### src/hw/pe_defs.svh
// ==========================================================
// Global constants for the modular-arithmetic PE array.
// Include wherever lane count, modulus, widths or latency
// are needed. Guarded, so repeated includes are harmless.
// ==========================================================
`ifndef PE_DEFS_SVH
`define PE_DEFS_SVH

`define PE_NUM_LANES     4
`define PE_Q             3329      // kyber prime
`define PE_COEFF_W       12
`define PE_PROD_W        24

// barrett multiplier is floor(2^24 / q)
`define PE_BARRETT_M     5039
`define PE_BARRETT_SHIFT 24

// mod_mul depth and the fixed input to result latency
`define PE_MUL_LAT       3
`define PE_LATENCY       5

`endif

### src/hw/pe_pkg.sv
// ==========================================================
// Shared types for the PE array: coefficients, raw products
// and the op code that travels with each sample.
// ==========================================================
`include "pe_defs.svh"

package pe_pkg;

    typedef logic [`PE_COEFF_W-1:0] coeff_t;    // value mod q
    typedef logic [`PE_PROD_W-1:0]  prod_t;     // unreduced product

    // codes 3 to 5 are unused
    typedef enum logic [2:0] {
        OP_MADD   = 3'd0,
        OP_MSUB   = 3'd1,
        OP_MMUL   = 3'd2,
        OP_CT_BFO = 3'd6,
        OP_GS_BFO = 3'd7
    } pe_op_t;

endpackage

### src/hw/pe_lane_if.sv
// ==========================================================
// One lane's operands, op, strobe and results.
// The array side drives the operands, the lane drives the
// results. A sample is taken on every edge with valid high.
// ==========================================================
`timescale 1ns/10ps

interface pe_lane_if import pe_pkg::*; ();

    logic   valid;
    pe_op_t op;
    coeff_t a;
    coeff_t b;
    coeff_t w;      // twiddle for the butterflies

    logic   out_valid;
    coeff_t res0;
    coeff_t res1;

    modport array (
        output valid, op, a, b, w,
        input  out_valid, res0, res1
    );

    modport lane (
        input  valid, op, a, b, w,
        output out_valid, res0, res1
    );

endinterface

### src/hw/mod_add_sub.sv
// ==========================================================
// Registered modular sum and difference of two coefficients.
// Both results are produced every cycle, one cycle latency.
// Operands are expected below q.
// ==========================================================
`timescale 1ns/10ps
`include "pe_defs.svh"

module mod_add_sub import pe_pkg::*; (
    input  logic   clk,
    input  logic   rst,
    input  coeff_t a,
    input  coeff_t b,
    output coeff_t sum,
    output coeff_t diff
);

    localparam logic [`PE_COEFF_W:0] Q_EXT = `PE_Q;

    logic [`PE_COEFF_W:0] sum_raw;
    logic [`PE_COEFF_W:0] diff_raw;
    coeff_t               sum_next;
    coeff_t               diff_next;

    always_comb begin
        sum_raw  = {1'b0, a} + {1'b0, b};
        diff_raw = {1'b0, a} - {1'b0, b};   // msb is the borrow

        // at most one correction needed for inputs below q
        if (sum_raw >= Q_EXT) begin
            sum_next = coeff_t'(sum_raw - Q_EXT);
        end else begin
            sum_next = sum_raw[`PE_COEFF_W-1:0];
        end

        if (diff_raw[`PE_COEFF_W]) begin
            diff_next = coeff_t'(diff_raw + Q_EXT);
        end else begin
            diff_next = diff_raw[`PE_COEFF_W-1:0];
        end
    end

    always_ff @(posedge clk) begin
        if (rst) begin
            sum  <= '0;
            diff <= '0;
        end else begin
            sum  <= sum_next;
            diff <= diff_next;
        end
    end

endmodule

### src/hw/mod_mul.sv
// ==========================================================
// Modular multiplier, a*b mod q, with Barrett reduction.
// Three register stages, accepts a new pair every cycle.
// Operands are expected below q.
// ==========================================================
`timescale 1ns/10ps
`include "pe_defs.svh"

module mod_mul import pe_pkg::*; (
    input  logic   clk,
    input  logic   rst,
    input  coeff_t a,
    input  coeff_t b,
    output coeff_t p
);

    localparam int                   M_W       = $clog2(`PE_BARRETT_M + 1);
    localparam logic [M_W-1:0]       BARRETT_M = `PE_BARRETT_M;
    localparam coeff_t               Q         = `PE_Q;
    localparam logic [`PE_COEFF_W:0] Q_EXT     = `PE_Q;

    prod_t                     prod_s1;     // full product
    prod_t                     prod_s2;
    coeff_t                    quot_s2;     // quotient estimate
    logic [`PE_PROD_W+M_W-1:0] barrett;
    prod_t                     quot_q;
    logic [`PE_COEFF_W:0]      rem;

    always_comb begin
        barrett = prod_s1 * BARRETT_M;
        quot_q  = quot_s2 * Q;
        // estimate is low by at most one, so rem < 2q fits in 13 bits
        rem = prod_s2[`PE_COEFF_W:0] - quot_q[`PE_COEFF_W:0];
    end

    always_ff @(posedge clk) begin
        if (rst) begin
            prod_s1 <= '0;
            prod_s2 <= '0;
            quot_s2 <= '0;
            p       <= '0;
        end else begin
            // stage 1
            prod_s1 <= a * b;

            // stage 2
            prod_s2 <= prod_s1;
            quot_s2 <= coeff_t'(barrett >> `PE_BARRETT_SHIFT);

            // stage 3 with the final correction
            if (rem >= Q_EXT) begin
                p <= coeff_t'(rem - Q_EXT);
            end else begin
                p <= rem[`PE_COEFF_W-1:0];
            end
        end
    end

endmodule

### src/hw/pe_lane.sv
// ==========================================================
// One processing element. Routes operands through the front
// add/sub, the multiplier and the back add/sub according to
// the op carried with each sample. All ops finish after
// PE_LATENCY cycles, so mixed ops can stream back to back.
// ==========================================================
`timescale 1ns/10ps
`include "pe_defs.svh"

module pe_lane import pe_pkg::*; (
    input logic clk,
    input logic rst,
    pe_lane_if.lane lane
);

    localparam int A_DLY   = `PE_MUL_LAT + 1;   // a and front result wait for product
    localparam int CTL_DLY = `PE_LATENCY;

    // index k of each delay line holds the sample from k cycles back
    logic [CTL_DLY:1] vld_d;
    pe_op_t           op_d [1:CTL_DLY];
    coeff_t           a_d [1:A_DLY];
    coeff_t           fres_d [1:A_DLY];
    coeff_t           b_d1;
    coeff_t           w_d1;

    coeff_t front_sum;
    coeff_t front_diff;
    coeff_t fres;
    coeff_t mul_a;
    coeff_t mul_b;
    coeff_t mul_p;
    coeff_t back_a;
    coeff_t back_sum;
    coeff_t back_diff;
    coeff_t res0_next;
    coeff_t res1_next;

    mod_add_sub u_front (
        .clk  (clk),
        .rst  (rst),
        .a    (lane.a),
        .b    (lane.b),
        .sum  (front_sum),
        .diff (front_diff)
    );

    always_comb begin
        // multiplier operands at stage 1
        case (op_d[1])
            OP_CT_BFO: begin
                mul_a = b_d1;
                mul_b = w_d1;
            end
            OP_GS_BFO: begin
                mul_a = front_diff;     // (a-b)*w
                mul_b = w_d1;
            end
            default: begin
                mul_a = a_d[1];
                mul_b = b_d1;
            end
        endcase

        fres = (op_d[1] == OP_MSUB) ? front_diff : front_sum;

        // zero passes the product straight through the back sum
        back_a = (op_d[A_DLY] == OP_CT_BFO) ? a_d[A_DLY] : '0;
    end

    mod_mul u_mul (
        .clk (clk),
        .rst (rst),
        .a   (mul_a),
        .b   (mul_b),
        .p   (mul_p)
    );

    mod_add_sub u_back (
        .clk  (clk),
        .rst  (rst),
        .a    (back_a),
        .b    (mul_p),
        .sum  (back_sum),
        .diff (back_diff)
    );

    always_comb begin
        res0_next = '0;
        res1_next = '0;
        case (op_d[CTL_DLY])
            OP_MADD, OP_MSUB: begin
                res0_next = fres_d[A_DLY];
            end
            OP_MMUL: begin
                res0_next = back_sum;
            end
            OP_CT_BFO: begin
                res0_next = back_sum;   // a + b*w
                res1_next = back_diff;  // a - b*w
            end
            OP_GS_BFO: begin
                res0_next = fres_d[A_DLY];
                res1_next = back_sum;
            end
            default: ;
        endcase
    end

    always_ff @(posedge clk) begin
        if (rst) begin
            vld_d          <= '0;
            op_d           <= '{default: OP_MADD};
            a_d            <= '{default: '0};
            fres_d         <= '{default: '0};
            b_d1           <= '0;
            w_d1           <= '0;
            lane.out_valid <= 1'b0;
            lane.res0      <= '0;
            lane.res1      <= '0;
        end else begin
            vld_d <= {vld_d[CTL_DLY-1:1], lane.valid};
            op_d[1] <= lane.op;
            for (int i = 2; i <= CTL_DLY; i++) begin
                op_d[i] <= op_d[i-1];
            end

            a_d[1]    <= lane.a;
            fres_d[1] <= fres;
            for (int i = 2; i <= A_DLY; i++) begin
                a_d[i]    <= a_d[i-1];
                fres_d[i] <= fres_d[i-1];
            end
            b_d1 <= lane.b;
            w_d1 <= lane.w;

            // output register at stage 5
            lane.out_valid <= vld_d[CTL_DLY];
            lane.res0      <= res0_next;
            lane.res1      <= res1_next;
        end
    end

endmodule

### src/hw/pe_array_top.sv
// ==========================================================
// Top level of the PE array. Fans the shared strobe and op
// out to every lane and collects the per-lane results.
// Fixed latency, no back-pressure.
// ==========================================================
`timescale 1ns/10ps
`include "pe_defs.svh"

module pe_array_top import pe_pkg::*; (
    input  logic   clk,
    input  logic   rst,
    input  logic   in_valid,
    input  pe_op_t op,
    input  coeff_t a [`PE_NUM_LANES],
    input  coeff_t b [`PE_NUM_LANES],
    input  coeff_t w [`PE_NUM_LANES],
    output logic   out_valid,
    output coeff_t res0 [`PE_NUM_LANES],
    output coeff_t res1 [`PE_NUM_LANES]
);

    for (genvar g = 0; g < `PE_NUM_LANES; g++) begin : g_lane

        pe_lane_if lane_if ();

        assign lane_if.valid = in_valid;
        assign lane_if.op    = op;      // same op on every lane
        assign lane_if.a     = a[g];
        assign lane_if.b     = b[g];
        assign lane_if.w     = w[g];

        pe_lane u_lane (
            .clk  (clk),
            .rst  (rst),
            .lane (lane_if.lane)
        );

        assign res0[g] = lane_if.res0;
        assign res1[g] = lane_if.res1;

        // valid path is identical in all lanes
        if (g == 0) begin : g_valid
            assign out_valid = lane_if.out_valid;
        end

    end

endmodule

### config.mk
export PLATFORM = sky130hd
export DESIGN_NAME = pe_array_top
export DESIGN_NICKNAME = d
export VERILOG_FILES = /design/src/hw/pe_pkg.sv /design/src/hw/pe_lane_if.sv /design/src/hw/mod_add_sub.sv /design/src/hw/mod_mul.sv /design/src/hw/pe_lane.sv /design/src/hw/pe_array_top.sv
export VERILOG_INCLUDE_DIRS = /design/src /design/src/hw
export SDC_FILE = /design/constraint.sdc
export NUM_CORES = 2
export LEC_CHECK = 0
export BUFFER_PORTS_ARGS = -buffer_cell sky130_fd_sc_hd__buf_2
export CORE_MARGIN = 2
export CORE_UTILIZATION = 67
export DETAILED_ROUTE_END_ITERATION = 10
export MAX_ROUTING_LAYER = met4
export PLACE_DENSITY = 0.85
export SYNTH_ARGS = -nofsm -noshare
export SYNTH_HDL_FRONTEND = slang
export SYNTH_SLANG_ARGS = --single-unit
### constraint.sdc
create_clock -name clk -period 19.91 [get_ports clk]
set_input_delay 2.9865 -clock clk [delete_from_list [all_inputs] [get_ports clk]]
set_output_delay 2.9865 -clock clk [all_outputs]
set_load 0.02 [all_outputs]
Word level (Yosys, flattened, before mapping)
Cells that the tools add are included.

storage, ports and cells
  memories kept = 0
  bits in latches = 0
  output and inout bits = 97
  bits in read-only memories = 0
  logic and storage cells = 207
  RAM bits = 0
  register bits after elaboration = 1033

cells by class
  multipliers = 12
  bitwise operators = 0
  add/sub/neg operators = 40
  reductions and logical operators = 4
  order comparisons = 12
  muxes and demuxes = 44
  shift operators = 0
  equality and inequality tests = 8
  div/mod/pow operators = 0

operators by type and width
  kind                                                                 number
  2-to-1 mux 12 bit                                                    32
  one-hot mux 12 bit (2 select lines)                                  12
  greater-or-equal comparator 13 x 12 -> 1 bit, second input constant  12
  multiplier 24 x 13 -> 36 bit, second input constant                  4
  subtractor 12 bit, second input constant                             12
  adder 12 x 12 -> 13 bit                                              8
  subtractor 12 x 12 -> 13 bit                                         8
  adder 12 bit, second input constant                                  8
  multiplier 12 x 12 -> 24 bit                                         4
  multiplier 12 x 12 -> 13 bit, second input constant                  4
  subtractor 13 bit                                                    4
  equality test 3 bit, second input constant                           5
  equality test 3 x 1 -> 1 bit, second input constant                  2
  OR reduction 2 bit                                                   2
  equality test 3 x 2 -> 1 bit, second input constant                  1
  logical NOT 3 bit                                                    1
  OR reduction 3 bit                                                   1

Longest topological paths before layout
  depth after elaboration = 5
  mapped depth = 27

Modules after synthesis
Synthesis repeated with hierarchy kept, for this count alone.

unflattened totals
  cell total of the unflattened synthesis = 9987
  area total of the unflattened synthesis = 93851.3 um2

by module, submodules not included
  module                            cells an instance  times used  area each (um2)  sequential area each (um2)
  pe_lane                           506                4           5574.1           3303.2
  mod_add_sub                       316                8           2497.4           480.5
  mod_mul (g_lane[1].u_lane.u_mul)  1377               1           13020.0          1221.2
  mod_mul (g_lane[3].u_lane.u_mul)  1363               1           12883.6          1221.2
  mod_mul (g_lane[2].u_lane.u_mul)  1346               1           12859.8          1221.2
  mod_mul (g_lane[0].u_lane.u_mul)  1349               1           12812.3          1221.2

Least setup slack after synthesis
OpenSTA, ideal clock, no wires.

  path kind = reg-to-reg
  from = register g_lane[3].u_lane.op_d[12] (netlist name)
  to = register g_lane[2].u_lane.u_mul.prod_s1[23]
  arrival = 6.271 ns
  period minus slack after synthesis = 6.398 ns
  slack = 13.512 ns
  cell stages (with the launch flop) = 25
  required time = 19.782 ns
  path buffers = 3
  cells stage by stage = dfxtp_1 -> clkbuf_1 -> buf_1 -> buf_1 -> mux2i_1 -> o21ai_1 -> nand2_1 -> fa_1 -> inv_1 -> fa_1 -> fa_1 -> fa_1 -> inv_1 -> fa_1 -> inv_1 -> ha_1 -> a21oi_1 -> nor2b_1 -> or2_2 -> nor3_1 -> a21oi_1 -> a211oi_1 -> a31oi_1 -> xnor2_1 -> nor2_1

RTL lines
  element               line           text
  to (signal assigned)  mod_mul.sv:44  prod_s1 <= a * b;
  to (decl)             mod_mul.sv:22  prod_t prod_s1;

Final worst setup path
  from = register g_lane[3].u_lane.op_d[14] in the netlist's numbering
  to = register g_lane[3].u_lane.u_mul.prod_s1[20]

between the ends
  cells in the longest elaborated chain, start to end = 4

ends and longest elaborated chain
  element                            line            text
  from (decl)                        pe_lane.sv:21   pe_op_t op_d [1:CTL_DLY];
  from (signal, indexed assignment)  pe_lane.sv:125  op_d[i] <= op_d[i-1];
  equality test 3 bit                -
  OR reduction 2 bit (no line)       -
  2-to-1 mux 12 bit                  pe_lane.sv:50   case (op_d[1])
  multiplier 12 x 12 -> 24 bit (*)   mod_mul.sv:44
  to (signal assigned)               mod_mul.sv:44
  to (decl)                          mod_mul.sv:22

Every way passes the cells marked *; elsewhere a longest branch is shown, timed or not.
A chain may end at the register's enable or synchronous reset.

==> results.md <==
* Worst-Skew Late Latency at 0.76 ns
* Synthesized area per cell at 9.16 sq um
* Placed instance area at 91700 sq um
* CTS tree: done
* Fmax at 135 MHz
* Clk slew on worst S/H paths at 0.08 ns
* Gr usage total at 34.3%
* Final Routed Wirelength at 226 mm
* I/O Pins at 247
* Mapped Area at 89100 sq um
* Most common cell after layout, fill and taps aside: inv_1
* Die Wd at 369 microns
* Post-CTS Resized at 0
* Crit path DAT at 8.03 ns
* Root Buffer: clkbuf_16
* Number of synthesized register bits at 1033
* Final Max Tran Viols at 0
* Final nets at 12000
* Startpoint types: flip-flop
* Clock sinks at 1033
* First-pass GRT wire length at 363 mm
* Period utilization at 37.3%
* Yosys top cell area share at 23.2%
* Worst Hold Class: reg -> reg
* DRT Pass-1 Iters at 6
* Critical Path End Type: flip-flop
* Share of cells above drive strength 1 at 6.65%
* Critical Path RT at 20.52 ns
* Seq/Total Area, Yosys at 23.2%
* CORE AREA at 132000 sq um
* Vias/cell at 5.78
* Most common flop cell mapped by yosys: dfxtp_1
* Vias in the first global route at 69300
* CP peak stage delay at 0.61 ns
* Most frequent cell on the critical path: fa_1
* CP Max Fanout at 54
* RePlAce Congestion at 0.989
* Clk_skew at 0.0404 ns
* Routed Antenna Nets at 0
* Die area at 136000 sq um
* Site Rows at 133
* IR drop worst, VDD at 0.178 mV
* Setup CP Type: reg -> reg
* Postcts setup bufs at 0
* Max_slew headroom at 21.5%
* Area leader, netlist: dfxtp_1
* Placed wire-length estimate at 180 mm
* Netlist cell types at 104
* Largest net degree at the start of global routing at 256
* Final Instance Area at 95500 sq um
* Initial DRC Count at 5395
* PwrDens at 163 nW/um^2
* Fin. Hold Viols at 0
* H-tree Lvls at 3
* Post-layout min period at 7.42 ns
* Post-synth EDFFs at 0
* CTS buffer count at 104
* Util after Layout at 72.4%
* DR vias at 67500
* CTS max path bufs at 3
* Drc violations at 0
* Crit path cell chain: nand2_4, buf_4, buf_4, nand2_1, o21ai_1, nand2_1, fa_1, fa_1, fa_1, inv_1, fa_1, inv_1, fa_1, inv_1, ha_1, o21a_1, o21ai_0, a21oi_1, o211ai_1, nand4_1, a41oi_1, xnor2_1, nor2_1
* Syn nets at 11900
* Status: finished clean
* Crit path max-delay cell type: buf_4
* Hold slack at 0.429 ns
* Hold-fix buffers, CTS at 0
* IO buf count at 246
* Final setup violation count at 0
* PnR Total Power at 15.6 mW
* RSZ-0062 raised after global routing: false
* Worst Tran Pin Value at 1.18 ns
* Ys async rst share at 0%
* Die H at 369 microns
* Setup TNS at 0 ns
* Syn Inst Count at 9730
* Initial core utilization at 67.6%
* Fillers at 9774
* Grt ovf at 0
* Synth warnings at 0
* P_leak at 47.1 nW
* Top post-synthesis cells by area: dfxtp_1 23%, fa_1 21%, ha_1 15%, inv_1 6.5%, nor2b_1 3.8%
* Initial antenna violation count at 10
* Post-DR wirelength/cell at 19.3 microns
* Max-Cap Viols at 0
* Area delta synth->final at 7.13%
* Commonest non-fill, non-tap cells in the layout: 1533 x inv_1, 1088 x ha_1, 1032 x dfxtp_1
-- final cells by class --
class                      count  area (sq um)  share of cell area, %
clock buffer                 133          2890                   3.03
timing repair buffer         279          1500                   1.57
tap                         1755          2200                   2.30
inverter                    1536          5770                   6.04
clock inverter                63           827                  0.866
multi-input combinational   6869         61600                   64.5
sequential                  1033         20700                   21.7
antenna                        8          20.0                 0.0210
-- worst max-delay path, delay by kind of cell (launching register included) --
kind | cells | cell delay (ns)
buf+inv | 5 | 1.34
flops | 1 | 0.35
simple gates | 5 | 1.05
xor+xnor | 1 | 0.20
fa+ha+maj | 6 | 2.85
compound gates | 6 | 1.42
-- synthesized netlist by cell type, types with 20 or more instances --
library cell,instances
clkbuf_1,247
nor3_1,171
nand2_1,716
a21oi_1,375
nor2_1,753
a22oi_1,103
o21ai_1,24
nand3_1,115
a21o_1,109
and2_1,132
or2_2,47
fa_1,948
mux2_2,82
a31oi_1,55
o21ai_0,238
a211o_1,23
o31ai_1,34
xnor2_1,249
mux2i_1,129
or3_1,66
xor2_1,121
o211ai_1,31
nor3b_1,31
inv_1,1534
o41ai_1,20
nand4_1,46
buf_1,26
o2111ai_1,21
nor4_1,26
nand2b_1,51
a211oi_1,51
nor2b_1,537
dfxtp_1,1033
ha_1,1088
o21bai_1,29
and3_1,64
o21a_1,105
-- metal layers --
layer	global-route usage (%)	vias up	wire length, microns
li1	-	31800	-
met4	11.8	0	8340
met1	44.1	33000	95800
met2	56.3	2274	107000
met3	4.32	433	14500
met5	-	-	0
-- stage by stage --
step           setup slack (ns)  std cells
5_1_grt                   12.16      11700
6_report                  12.49      11700
3_5_place_dp              12.65      11500
4_1_cts                   12.58      11700
2_1_floorplan             13.51       9730
3_3_place_gp              12.82      11500
-- final timing paths --
| path | from | endpoint | slack, ns | cells past startpoint |
|---|---|---|---|---|
| max | g_lane[3].u_lane.op_d[14]$_SDFF_PP0_ | g_lane[3].u_lane.u_mul.prod_s1[20]$_SDFF_PP0_ | 12.49 | 23 |
| min | g_lane[2].u_lane.u_front.sum[8]$_SDFF_PP0_ | g_lane[2].u_lane.fres_d[44]$_SDFF_PP0_ | 0.43 | 2 |
| max reg2reg | g_lane[3].u_lane.op_d[14]$_SDFF_PP0_ | g_lane[3].u_lane.u_mul.prod_s1[20]$_SDFF_PP0_ | 12.49 | 23 |
| min reg2reg | g_lane[2].u_lane.u_front.sum[8]$_SDFF_PP0_ | g_lane[2].u_lane.fres_d[44]$_SDFF_PP0_ | 0.43 | 2 |
-- registers in the layout, summed over array words and instances, names as in the netlist --
name,count
g_lane.u_lane.lane.out_valid,1
g_lane.u_lane.fres_d,192
g_lane.u_lane.u_mul.prod_s1,96
g_lane.u_lane.u_mul.p,48
g_lane.u_lane.op_d,15
g_lane.u_lane.lane.res1,48
g_lane.u_lane.u_back.sum,48
g_lane.u_lane.w_d1,48
g_lane.u_lane.u_back.diff,48
g_lane.u_lane.u_mul.quot_s2,48
g_lane.u_lane.u_front.diff,48
g_lane.u_lane.vld_d,5
g_lane.u_lane.b_d1,48
g_lane.u_lane.u_mul.prod_s2,52
g_lane.u_lane.u_front.sum,48
g_lane.u_lane.a_d,192
g_lane.u_lane.lane.res0,48
-- report_power, final --
| part | leakage, nW | internal, mW | switching [mW] |
|---|---|---|---|
| clock | 1.81 | 1.19 | 0.910 |
| combinational | 36.8 | 4.53 | 6.31 |
| sequential | 8.48 | 2.37 | 0.291 |
-- kinds of logic (layout without fill, tap and decap cells) --
group,after synthesis,in the layout,share of synthesized area (%)
multiplexers,213,213,2.51
adder cells (fa/ha/maj),2036,2036,36.6
buffers and inverters,1828,2011,7.73
flip-flops,1033,1033,23.2
XOR/XNOR,370,370,3.64
other,0,8,0
AO/OA/AOI/OAI,1431,1431,10.9
AND/OR/NAND/NOR,2819,2819,15.5
No activity file was read; power rests on OpenSTA's default activity.
